[src/stylerSettings.svh]
// ==========================================================
// Shared constants of the glyph styler. Bus widths, the
// register map of the AXI4-Lite slave and the phase timer
// size. Include wherever one of these values is needed.
// ==========================================================
`ifndef STYLER_SETTINGS_SVH
`define STYLER_SETTINGS_SVH

`define AXIL_ADDR_W  5
`define AXIL_DATA_W  32

`define REG_SCANLINE 5'h00  // Glyph scanline, 4 bits
`define REG_CTRL     5'h04  // Control byte
`define REG_BITMAP   5'h08  // Font row, 16 bits
`define REG_ATTR     5'h0C  // Character attributes
`define REG_RESULT   5'h10  // Styled result, read only

`define PHASE_BITS   6      // Top bit blinks text, next bit the cursor
`define CTRL_RESET   8'h3C

`endif

[src/stylerPkg.sv]
// ==========================================================
// Types shared by the glyph styler blocks. Vector typedefs
// for the style registers and bus words, and the state
// enum of the AXI4-Lite slave.
// ==========================================================
`default_nettype none

`include "stylerSettings.svh"

package stylerPkg;

  typedef logic [3:0]  scanline_t;   // Row inside the 16-row cell
  typedef logic [15:0] pixelRow_t;   // Bit 15 is the leftmost pixel

  // yOffset, yScale, yMirror, xMirror, bold, inverse, hidden, blink,
  // underline, strikethru, overline from bit 0 up; the rest reserved
  typedef logic [15:0] attr_t;

  // cursorBottom, cursorTop, cursorBlink, cursorEnable,
  // lineEnable, blinkEnable from bit 0 up
  typedef logic [7:0]  ctrl_t;

  typedef logic [`AXIL_DATA_W-1:0] axilData_t;
  typedef logic [`AXIL_ADDR_W-1:0] axilAddr_t;

  typedef enum logic [2:0] {
    IDLE,
    WRITE,   // Write handshake this cycle
    WRESP,
    READ,    // Read handshake this cycle
    RRESP
  } busState_e;

endpackage

`default_nettype wire

[src/styleCfgIf.sv]
// ==========================================================
// Programmed style configuration as one bundle. The register
// bank drives it through the source modport, the styling
// datapath reads it through the sink modport.
// ==========================================================
`default_nettype none

interface styleCfgIf import stylerPkg::*; ();

  scanline_t scanline;  // Unmapped glyph scanline
  ctrl_t     ctrl;
  pixelRow_t bitmap;    // Font row as fetched
  attr_t     attr;

  modport source (
    output scanline,
    output ctrl,
    output bitmap,
    output attr
  );

  modport sink (
    input scanline,
    input ctrl,
    input bitmap,
    input attr
  );

endinterface

`default_nettype wire

[src/axilSlaveFsm.sv]
// ==========================================================
// AXI4-Lite slave front end. Takes one transaction at a time,
// writes before reads, and holds B or R until the master
// accepts it. Register access is a single-cycle strobe with
// read data returned combinationally by the register bank.
// ==========================================================
`default_nettype none

module axilSlaveFsm import stylerPkg::*; (
  input  logic       clk,
  input  logic       rst_n,
  input  logic       awvalid,
  output logic       awready,
  input  axilAddr_t  awaddr,
  input  logic       wvalid,
  output logic       wready,
  input  axilData_t  wdata,
  output logic       bvalid,
  input  logic       bready,
  output logic [1:0] bresp,
  input  logic       arvalid,
  output logic       arready,
  input  axilAddr_t  araddr,
  output logic       rvalid,
  input  logic       rready,
  output axilData_t  rdata,
  output logic [1:0] rresp,
  output logic       regWe,
  output axilAddr_t  regAddr,
  output axilData_t  regWdata,
  input  axilData_t  rdRegData
);

  localparam logic [1:0] respOkay = 2'b00;

  busState_e state;
  busState_e grant;   // Handshake taken this cycle

  // A write waits for both AW and W; a half-presented write still blocks reads
  always_comb begin
    grant = IDLE;
    if (state == IDLE) begin
      if (awvalid && wvalid) begin
        grant = WRITE;
      end else if (arvalid && !awvalid && !wvalid) begin
        grant = READ;
      end
    end
  end

  always_ff @(posedge clk) begin
    if (!rst_n) begin
      state <= IDLE;
    end else begin
      case (state)
        IDLE:    state <= (grant == WRITE) ? WRESP :
                          (grant == READ)  ? RRESP : IDLE;
        WRESP:   if (bready) state <= IDLE;
        RRESP:   if (rready) state <= IDLE;
        default: state <= IDLE;
      endcase
    end
  end

  always_ff @(posedge clk) begin
    if (grant == READ) begin
      rdata <= rdRegData;  // Held until rready
    end
  end

  assign awready  = (grant == WRITE);
  assign wready   = (grant == WRITE);
  assign arready  = (grant == READ);
  assign bvalid   = (state == WRESP);
  assign rvalid   = (state == RRESP);
  assign bresp    = respOkay;
  assign rresp    = respOkay;  // Unmapped reads are OKAY too

  assign regWe    = (grant == WRITE);
  assign regAddr  = (grant == WRITE) ? awaddr : araddr;
  assign regWdata = wdata;

endmodule

`default_nettype wire

[src/styleRegs.sv]
// ==========================================================
// Style register bank. Four writable registers, each cut to
// its own width, plus the read-only result word. Drives the
// configuration bundle and answers register reads at once.
// ==========================================================
`default_nettype none

`include "stylerSettings.svh"

module styleRegs import stylerPkg::*; (
  input  logic      clk,
  input  logic      rst_n,
  input  logic      regWe,
  input  axilAddr_t regAddr,
  input  axilData_t regWdata,
  input  axilData_t resultWord,
  output axilData_t rdRegData,
  styleCfgIf.source cfg
);

  scanline_t scanlineReg;
  ctrl_t     ctrlReg;
  pixelRow_t bitmapReg;
  attr_t     attrReg;

  always_ff @(posedge clk) begin
    if (!rst_n) begin
      scanlineReg <= '0;
      ctrlReg     <= `CTRL_RESET;
      bitmapReg   <= '0;
      attrReg     <= '0;
    end else if (regWe) begin
      case (regAddr)
        `REG_SCANLINE: scanlineReg <= regWdata[$bits(scanline_t)-1:0];
        `REG_CTRL:     ctrlReg     <= regWdata[$bits(ctrl_t)-1:0];
        `REG_BITMAP:   bitmapReg   <= regWdata[$bits(pixelRow_t)-1:0];
        `REG_ATTR:     attrReg     <= regWdata[$bits(attr_t)-1:0];
        default: ;  // Result and unmapped offsets
      endcase
    end
  end

  always_comb begin
    case (regAddr)
      `REG_SCANLINE: rdRegData = axilData_t'(scanlineReg);
      `REG_CTRL:     rdRegData = axilData_t'(ctrlReg);
      `REG_BITMAP:   rdRegData = axilData_t'(bitmapReg);
      `REG_ATTR:     rdRegData = axilData_t'(attrReg);
      `REG_RESULT:   rdRegData = resultWord;
      default:       rdRegData = '0;
    endcase
  end

  assign cfg.scanline = scanlineReg;
  assign cfg.ctrl     = ctrlReg;
  assign cfg.bitmap   = bitmapReg;
  assign cfg.attr     = attrReg;

endmodule

`default_nettype wire

[src/phaseTimer.sv]
// ==========================================================
// Free-running phase counter for blinking text and the
// blinking cursor. Starts at zero after reset and wraps.
// The cursor phase toggles twice as often as the text phase.
// ==========================================================
`default_nettype none

`include "stylerSettings.svh"

module phaseTimer (
  input  logic clk,
  input  logic rst_n,
  output logic blinkPhase,
  output logic cursorPhase
);

  logic [`PHASE_BITS-1:0] count;

  always_ff @(posedge clk) begin
    if (!rst_n) begin
      count <= '0;
    end else begin
      count <= count + 1'b1;  // Wraps on overflow
    end
  end

  assign blinkPhase  = count[`PHASE_BITS-1];
  assign cursorPhase = count[`PHASE_BITS-2];

endmodule

`default_nettype wire

[src/glyphStyler.sv]
// ==========================================================
// Scanline mapper and row styling datapath. Maps the glyph
// scanline to the font row to fetch, styles the font row,
// and registers both with the phases that were applied.
// Result word is {phases, mapped scanline, styled row}.
// ==========================================================
`default_nettype none

module glyphStyler import stylerPkg::*; (
  input  logic      clk,
  input  logic      rst_n,
  input  logic      blinkPhase,
  input  logic      cursorPhase,
  styleCfgIf.sink   cfg,
  output axilData_t resultWord
);

  logic yOffset, yScale, yMirror, xMirror;
  logic bold, inverse, hidden, blink;
  logic underline, strikethru, overline;
  logic cursorBottom, cursorTop, cursorBlink, cursorEnable;
  logic lineEnable, blinkEnable;

  scanline_t line;
  scanline_t mappedLine;
  pixelRow_t styledRow;
  logic      lineHit;
  logic      rowBlanked;
  logic      cursorHit;

  assign yOffset      = cfg.attr[0];
  assign yScale       = cfg.attr[1];
  assign yMirror      = cfg.attr[2];
  assign xMirror      = cfg.attr[3];
  assign bold         = cfg.attr[4];
  assign inverse      = cfg.attr[5];
  assign hidden       = cfg.attr[6];
  assign blink        = cfg.attr[7];
  assign underline    = cfg.attr[8];
  assign strikethru   = cfg.attr[9];
  assign overline     = cfg.attr[10];
  assign cursorBottom = cfg.ctrl[0];
  assign cursorTop    = cfg.ctrl[1];
  assign cursorBlink  = cfg.ctrl[2];
  assign cursorEnable = cfg.ctrl[3];
  assign lineEnable   = cfg.ctrl[4];
  assign blinkEnable  = cfg.ctrl[5];

  assign line = cfg.scanline;

  // Double-height halves: top half reads rows 0-7, bottom half 8-15
  always_comb begin
    mappedLine = yScale ? {yOffset, line[3:1]} : line;
    if (yMirror) begin
      mappedLine = ~mappedLine;  // 15 - row
    end
  end

  // Decorations and cursor follow the cell scanline, not the font row
  assign lineHit = lineEnable && ((underline  && line == 4'd14) ||
                                  (strikethru && line == 4'd7)  ||
                                  (overline   && line == 4'd0));
  assign rowBlanked = hidden || (blink && blinkEnable && blinkPhase);
  assign cursorHit  = cursorEnable && (cursorPhase || !cursorBlink) &&
                      ((cursorBottom && line >= 4'd14) || (cursorTop && line <= 4'd1));

  always_comb begin
    styledRow = cfg.bitmap;
    if (xMirror) begin
      for (int i = 0; i < $bits(pixelRow_t); i++) begin
        styledRow[i] = cfg.bitmap[$bits(pixelRow_t)-1-i];
      end
    end
    if (bold) styledRow = styledRow | (styledRow >> 1);  // Smear one pixel right
    if (lineHit) styledRow = '1;
    if (rowBlanked) styledRow = '0;
    if (inverse) styledRow = ~styledRow;
    if (cursorHit) styledRow = ~styledRow;
  end

  always_ff @(posedge clk) begin
    if (!rst_n) begin
      resultWord <= '0;
    end else begin
      resultWord <= axilData_t'({cursorPhase, blinkPhase, mappedLine, styledRow});
    end
  end

endmodule

`default_nettype wire

[src/stylerTop.sv]
// ==========================================================
// Glyph styler top level. Plain AXI4-Lite slave ports; the
// slave FSM feeds the register bank, which configures the
// styling datapath. The result is read back over the bus.
// ==========================================================
`default_nettype none

module stylerTop import stylerPkg::*; (
  input  logic       clk,
  input  logic       rst_n,
  input  logic       awvalid,
  output logic       awready,
  input  axilAddr_t  awaddr,
  input  logic       wvalid,
  output logic       wready,
  input  axilData_t  wdata,
  output logic       bvalid,
  input  logic       bready,
  output logic [1:0] bresp,
  input  logic       arvalid,
  output logic       arready,
  input  axilAddr_t  araddr,
  output logic       rvalid,
  input  logic       rready,
  output axilData_t  rdata,
  output logic [1:0] rresp
);

  logic      regWe;
  axilAddr_t regAddr;
  axilData_t regWdata;
  axilData_t rdRegData;
  axilData_t resultWord;
  logic      blinkPhase;
  logic      cursorPhase;

  styleCfgIf cfgBus ();

  axilSlaveFsm u_axilSlaveFsm (
    .clk, .rst_n,
    .awvalid, .awready, .awaddr,
    .wvalid, .wready, .wdata,
    .bvalid, .bready, .bresp,
    .arvalid, .arready, .araddr,
    .rvalid, .rready, .rdata, .rresp,
    .regWe, .regAddr, .regWdata, .rdRegData
  );

  styleRegs u_styleRegs (
    .clk, .rst_n, .regWe, .regAddr, .regWdata, .resultWord, .rdRegData,
    .cfg (cfgBus.source)
  );

  phaseTimer u_phaseTimer (.clk, .rst_n, .blinkPhase, .cursorPhase);

  glyphStyler u_glyphStyler (
    .clk, .rst_n, .blinkPhase, .cursorPhase,
    .cfg (cfgBus.sink),
    .resultWord
  );

endmodule

`default_nettype wire

[config.mk]
export PLATFORM = sky130hd
export DESIGN_NAME = stylerTop
export DESIGN_NICKNAME = d
export VERILOG_FILES = /design/src/stylerPkg.sv /design/src/styleCfgIf.sv /design/src/axilSlaveFsm.sv /design/src/styleRegs.sv /design/src/phaseTimer.sv /design/src/glyphStyler.sv /design/src/stylerTop.sv
export VERILOG_INCLUDE_DIRS = /design/src
export SDC_FILE = /design/constraint.sdc
export NUM_CORES = 1
export LEC_CHECK = 0
export BUFFER_PORTS_ARGS = -buffer_cell sky130_fd_sc_hd__buf_2
export CAP_MARGIN = 20
export CORE_MARGIN = 8
export CORE_UTILIZATION = 57
export CTS_CLUSTER_DIAMETER = 200
export DETAILED_ROUTE_END_ITERATION = 10
export GPL_ROUTABILITY_DRIVEN = 0
export PLACE_DENSITY_LB_ADDON = 0.25
export REMOVE_ABC_BUFFERS = 1
export SLEW_MARGIN = 30
export SYNTH_ARGS = -nofsm -noshare
export SYNTH_HDL_FRONTEND = slang
export SYNTH_HIERARCHICAL = 1
export SYNTH_SLANG_ARGS = --single-unit
[constraint.sdc]
create_clock -name clk -period 2.5 [get_ports clk]
set_input_delay 0.125 -clock clk [delete_from_list [all_inputs] [get_ports clk]]
set_output_delay 0.125 -clock clk [all_outputs]
set_load 0.03 [all_outputs]
# Yosys cells after proc, flatten, opt, wreduce, memory -nomap -nowiden
# Index checks and enable logic that the tools add are counted.
[op_classes] add_sub_neg=1 n_lt_le_gt_ge=2 n_eq_ne=12 mux=18 n_bitwise=4 reduce_logical=29
[op_table] cell="case mux 32 bit (5 select lines)" count=1
[op_table] cell="2-to-1 mux 16 bit" count=6
[op_table] cell="NOT 16 bit" count=2
[op_table] cell="2-to-1 mux 3 bit" count=6
[op_table] cell="bitwise OR 16 x 15 -> 16 bit" count=1
[op_table] cell="logical AND 1 bit" count=13
[op_table] cell="== test 5 x 4 -> 1 bit, second input constant" count=2
[op_table] cell="AND reduction 2 bit" count=5
[op_table] cell="case mux 3 bit (3 select lines)" count=1
[op_table] cell="2-to-1 mux 4 bit" count=2
[op_table] cell="adder 6 x 1 -> 6 bit, second input constant" count=1
[op_table] cell="== test 3 x 2 -> 1 bit, second input constant" count=2
[op_table] cell="== test 5 x 3 -> 1 bit, second input constant" count=1
[op_table] cell="== test 5 bit, second input constant" count=1
[op_table] cell="logical NOT 5 bit" count=1
[op_table] cell="logical OR 1 bit" count=5
[op_table] cell="2-to-1 mux 5 bit" count=1
[op_table] cell="== test 4 x 3 -> 1 bit, second input constant" count=1
[op_table] cell="== test 4 bit, second input constant" count=1
[op_table] cell="greater-or-equal comparator 4 bit, second input constant" count=1
[op_table] cell="<= comparator 4 x 1 -> 1 bit, second input constant" count=1
[op_table] cell="logical NOT 4 bit" count=1
[op_table] cell="inequality test 2 x 1 -> 1 bit, second input constant" count=2
[op_table] cell="NOT 4 bit" count=1
[op_table] cell="other kinds (5)" count=7
[totals] regBits=117 output_inout_bits=41

# Logic depth before layout (Yosys ltp)
[logic_depth] word_depth=11 ltp_mapped=9

# Hierarchy
# The synthesis kept the hierarchy.
[by_module_without_submodules] mod="styleRegs" instances=1 cells_per_inst=257 area_each_um2=2069.5
[by_module_without_submodules] mod="glyphStyler" instances=1 cells_per_inst=169 area_each_um2=1487.7
[by_module_without_submodules] mod="axilSlaveFsm" instances=1 cells_per_inst=90 area_each_um2=1450.1
[by_module_without_submodules] mod="phaseTimer" instances=1 cells_per_inst=22 area_each_um2=235.2

# Least setup slack after synthesis
# Ideal clock, no wire load.
[synth_timing] kind="flip-flop to flip-flop" start="register u_axilSlaveFsm.state[2]" end="register u_axilSlaveFsm.rdata[16] (data pin)" t_arrival_ns=2.194 path_slack_ns=0.177 stages_incl_launch_ff=9 cell_sequence="dfxtp_1 -> nor4bb_1 -> buf_4 -> mux2_4 -> or3_1 -> buf_6 -> nor3b_4 -> buf_6 -> and2_2"
[synth_between] elab_chain_len=6 elab_cells_between_ends=10 cone_classes="5 x eq/ne; 3 x mux; 2 x reduce/logical"
[synth_rtl] element="from (decl)" line_no="axilSlaveFsm.sv:36" rtl="busState_e state;"
[synth_rtl] element="from (signal assigned)" line_no="axilSlaveFsm.sv:56" rtl="IDLE: state <= (grant == WRITE) ? WRESP :"
[synth_rtl] element="logical NOT 3 bit (*)" line_no="axilSlaveFsm.sv:42" rtl="if (state == IDLE) begin"
[synth_rtl] element="2-to-1 mux 3 bit (*)" line_no="axilSlaveFsm.sv:42"
[synth_rtl] element="== test 3 x 1 -> 1 bit (*)"
[synth_rtl] element="net awready" line_no="stylerTop.sv:12" rtl="output logic awready,"
[synth_rtl] element="2-to-1 mux 5 bit (*)" line_no="axilSlaveFsm.sv:80" rtl="assign regAddr = (grant == WRITE) ? awaddr : araddr;"
[synth_rtl] element="net regAddr[2]" line_no="stylerTop.sv:30" rtl="axilAddr_t regAddr;"
[synth_rtl] element="== test 5 bit (tied with other cells)" line_no="styleRegs.sv:44" rtl="case (regAddr)"
[synth_rtl] element="case mux 32 bit (5 select lines) (*)" line_no="styleRegs.sv:44"
[synth_rtl] element="net rdRegData[16]" line_no="stylerTop.sv:32" rtl="axilData_t rdRegData;"
[synth_rtl] element="to (signal assigned)" line_no="axilSlaveFsm.sv:67" rtl="rdata <= rdRegData;"
[synth_rtl] element="to (decl)" line_no="axilSlaveFsm.sv:26" rtl="output axilData_t rdata,"
# Mark *: on every way through the listed nets, which the timed path passes. The rest lies on a longest branch.
# A chain may end at the register's enable or synchronous reset.

# Worst setup path after layout
[layout_timing] start="register u_axilSlaveFsm.state[1]" end="register u_axilSlaveFsm.rdata[5] (data pin)"
[layout_between] elab_chain_len=6 elab_cells_between_ends=10 cone_classes="5 x eq/ne; 3 x mux; 2 x reduce/logical"
[layout_rtl] element="logical NOT 3 bit (*)" line_no="axilSlaveFsm.sv:42"
[layout_rtl] element="2-to-1 mux 3 bit (*)" line_no="axilSlaveFsm.sv:42"
[layout_rtl] element="== test 3 x 1 -> 1 bit (*)" line_no="axilSlaveFsm.sv:80"
[layout_rtl] element="2-to-1 mux 5 bit (*)" line_no="axilSlaveFsm.sv:80"
[layout_rtl] element="net regAddr[0]" line_no="stylerTop.sv:30"
[layout_rtl] element="== test 5 bit (tied with other cells)" line_no="styleRegs.sv:44"
[layout_rtl] element="case mux 32 bit (5 select lines) (*)" line_no="styleRegs.sv:44"
[layout_rtl] element="net rdRegData[5]" line_no="stylerTop.sv:32"
# Marks and branches as above.

==> results.py <==
metrics = {
    "critical_path": {
        "endpoint_kind": "register",
        "critPathMostFrequentCell": "buf_4",
        "critPathSlowestCell": "or3_4",
        "worst-path-buf-inv": 3,
        "cp-startpoint": "u_axilSlaveFsm/state[1]$_SDFFE_PN0P_",
        "critical_path_class": "reg -> reg",
        "cp-start-kind": "register",
        "path_cells": "nor4bb_4 -> buf_4 -> mux2_4 -> or3_4 -> nor3b_4 -> buf_4 -> buf_12 -> a22oi_1 -> nand2_1",
        "critical_path.max_stage_delay_ns": 0.42,
        "worstPathArrival_ns": 2.65,
        "cp_max_fo": 15,
        "cp.required_ns": 2.74,
        "crit_family": "simple AND/OR/NAND/NOR gates",
        "r2r_start": "u_axilSlaveFsm/state[1]$_SDFFE_PN0P_",
    },
    "floorplan": {
        "die_w_um": 110.8,
        "die_h_um": 110.8,
        "initial_core_util_pct": 58.74,
        "rows": 34,
        "design.core.area_um2": 8721,
        "dieArea_um2": 12280,
        "io_pins": 90,
    },
    "global_route": {
        "grt_pass1_vias": 3733,
        "antenna_found_initial": 0,
        "gr-usage-all-layers_pct": 17.00,
        "grt_pass1_wl_um": 17590,
        "grt_max_degree": 93,
        "overflow": 0,
    },
    "clock_tree": {
        "clock_sinks": 106,
        "cts_buffer_depth": 2,
        "clockRootBuffer": "clkbuf_8",
        "clock_latency_ns": 0.38,
        "tritoncts": "done",
        "htreeDepth": 3,
        "path_clk_slew_ns": 0.10,
        "cts_inserted_buffers": 9,
    },
    "routing": {
        "vias": 3848,
        "totalWireLength_um": 10790,
        "antenna_left": 0,
        "drt_pass1_iterations": 4,
        "viasPerCell": 5.561,
        "drt_iter0_markers": 312,
        "route.detailed.drc": 0,
        "wl_per_cell_um": 15.59,
    },
    "sta": {
        "layout_setup_ws_ns": 0.08753,
        "finalCritPeriodShare_pct": 96.50,
        "worstMarginPinSlew_ns": 0.6973,
        "slew_viol_final": 0,
        "setup_violations": 0,
        "fin_setup_tns_ns": 0,
        "skew_ns": 0.01632,
        "max_slew_margin_pct": 53.37,
        "period_needed_ns": 2.412,
        "hold_viol": 0,
        "fmax_ghz": 0.4145,
    },
    "final_layout": {
        "fin_util_pct": 65.88,
        "areaGrowthSynthToFinish_pct": 12.16,
        "antennaDiodeCount": 0,
        "finalNetCount": 629,
        "layout.cells.non_filler": 692,
        "multi_input_area_um2": 2280,
        "seq_area_um2": 2444,
        "fillCellCount": 682,
        "drive_gt1_share_pct": 23.80,
        "final_area_um2": 5746,
    },
    "run": {
        "maxCapViolations": 0,
    },
    "placement": {
        "preCtsSetupSlack_ns": 0.02129,
        "placed_area_um2": 5370,
        "dp_hpwl_um": 7011,
        "dpl.cell_count": 658,
        "portBuffers": 69,
    },
    "power_and_ir_drop": {
        "power_density_nw_per_um2": 536.1,
        "ir_drop_uv": 268.4,
        "power.leakage_nw": 2.186,
    },
    "run_status": {
        "status": "finished, final reports clean",
    },
    "yosys": {
        "avgSynthCellArea_um2": 9.813,
        "yosysWarnings": 6,
        "synth_cells": 522,
        "netlist_area_um2": 5122,
    },
    "min_path": {
        "hold_start": "wdata[13]",
        "hold_path_class": "in -> reg",
    },
}
==> tightest hold or removal path, cell delays in order <==
cell and delay, ns:
buf_2 0.09, nand2_1 0.05, o21ai_0 0.07
==> report_power, final <==
| part | switching [mW] | leakage, nW | internal (mW) |
|---|---|---|---|
| Sequential | 0.0141 | 0.879 | 1.79 |
| Clock | 0.621 | 0.0901 | 0.382 |
| Combinational | 0.162 | 1.22 | 0.109 |
==> final timing paths <==
check                                                                to  slack (ns)  cells after the start
worst max-delay path                  u_axilSlaveFsm/rdata[5]$_DFFE_PN_        0.09                      9
worst min-delay path            u_styleRegs/cfg.bitmap[13]$_SDFFE_PN0P_       0.009                      3
worst max register to register        u_axilSlaveFsm/rdata[5]$_DFFE_PN_        0.09                      9
worst min register to register         u_phaseTimer/count[0]$_SDFF_PN0_        0.48                      1
==> sequential cells by signal (all words and copies together) (netlist names) <==
signal	cells
u_phaseTimer/count	6
u_glyphStyler/resultWord	22
u_styleRegs/cfg.bitmap	16
u_axilSlaveFsm/rdata	32
u_axilSlaveFsm/state	2
u_styleRegs/cfg.scanline	4
u_styleRegs/cfg.ctrl	8
u_styleRegs/cfg.attr	16
==> per-stage QoR <==
| stage | power [mW] | hold WS, ns |
|---|---|---|
| final | 3.080 | 0.009117 |
| after global routing | 3.203 | 0.01976 |
| after CTS | 3.083 | 0.00008793 |
| after detailed placement | 2.089 | 0.3721 |
| after global placement | 2.083 | 0.3532 |
| after floorplan | 1.987 | 0.1869 |
==> cells in the final DEF (no fill, tap or decap), drive strengths merged, types with 4 or more instances in the layout <==
cell          n
nand2        50
inv           7
a21oi        28
a22oi        17
xor2         16
a211oi       28
clkbuf       10
and2         42
a221oi        4
conb         14
o21ai        41
dfxtp        74
xnor2         8
nand3        46
edfxtp       32
mux2          5
nor2b         7
nor3          7
dlygate4sd3   8
buf          93
mux2i        16
nor3b         4
nor2          7
==> final cells by class <==
type	count	area share, %
flip-flops and latches	106	42.53
inverters	3	0.1960
well taps	108	2.352
multi-input cells	356	39.68
repair buffers	103	12.04
clock buffers	9	2.156
clock inverters	7	1.045
==> per-layer routing <==
metal	part of all wire (%)	vias to the layer above	wire length [um]	GRT usage (%)
li1	-	1925	-	-
met1	43	1791	4624	20.79
met2	49	121	5252	27.70
met3	7.4	11	800	4.221
met4	1.1	0	114	7.387
met5	0	-	0	0
==> repair_timing <==
action,in CTS,in global routing
setup buffers,0,8
resized for setup,1,2
hold endpoints to repair,9,0
cloned,0,2
hold buffers,8,0
pin swaps,0,3
endpoints found under the setup margin,1,3
No activity file was read; power rests on OpenSTA's default activity.
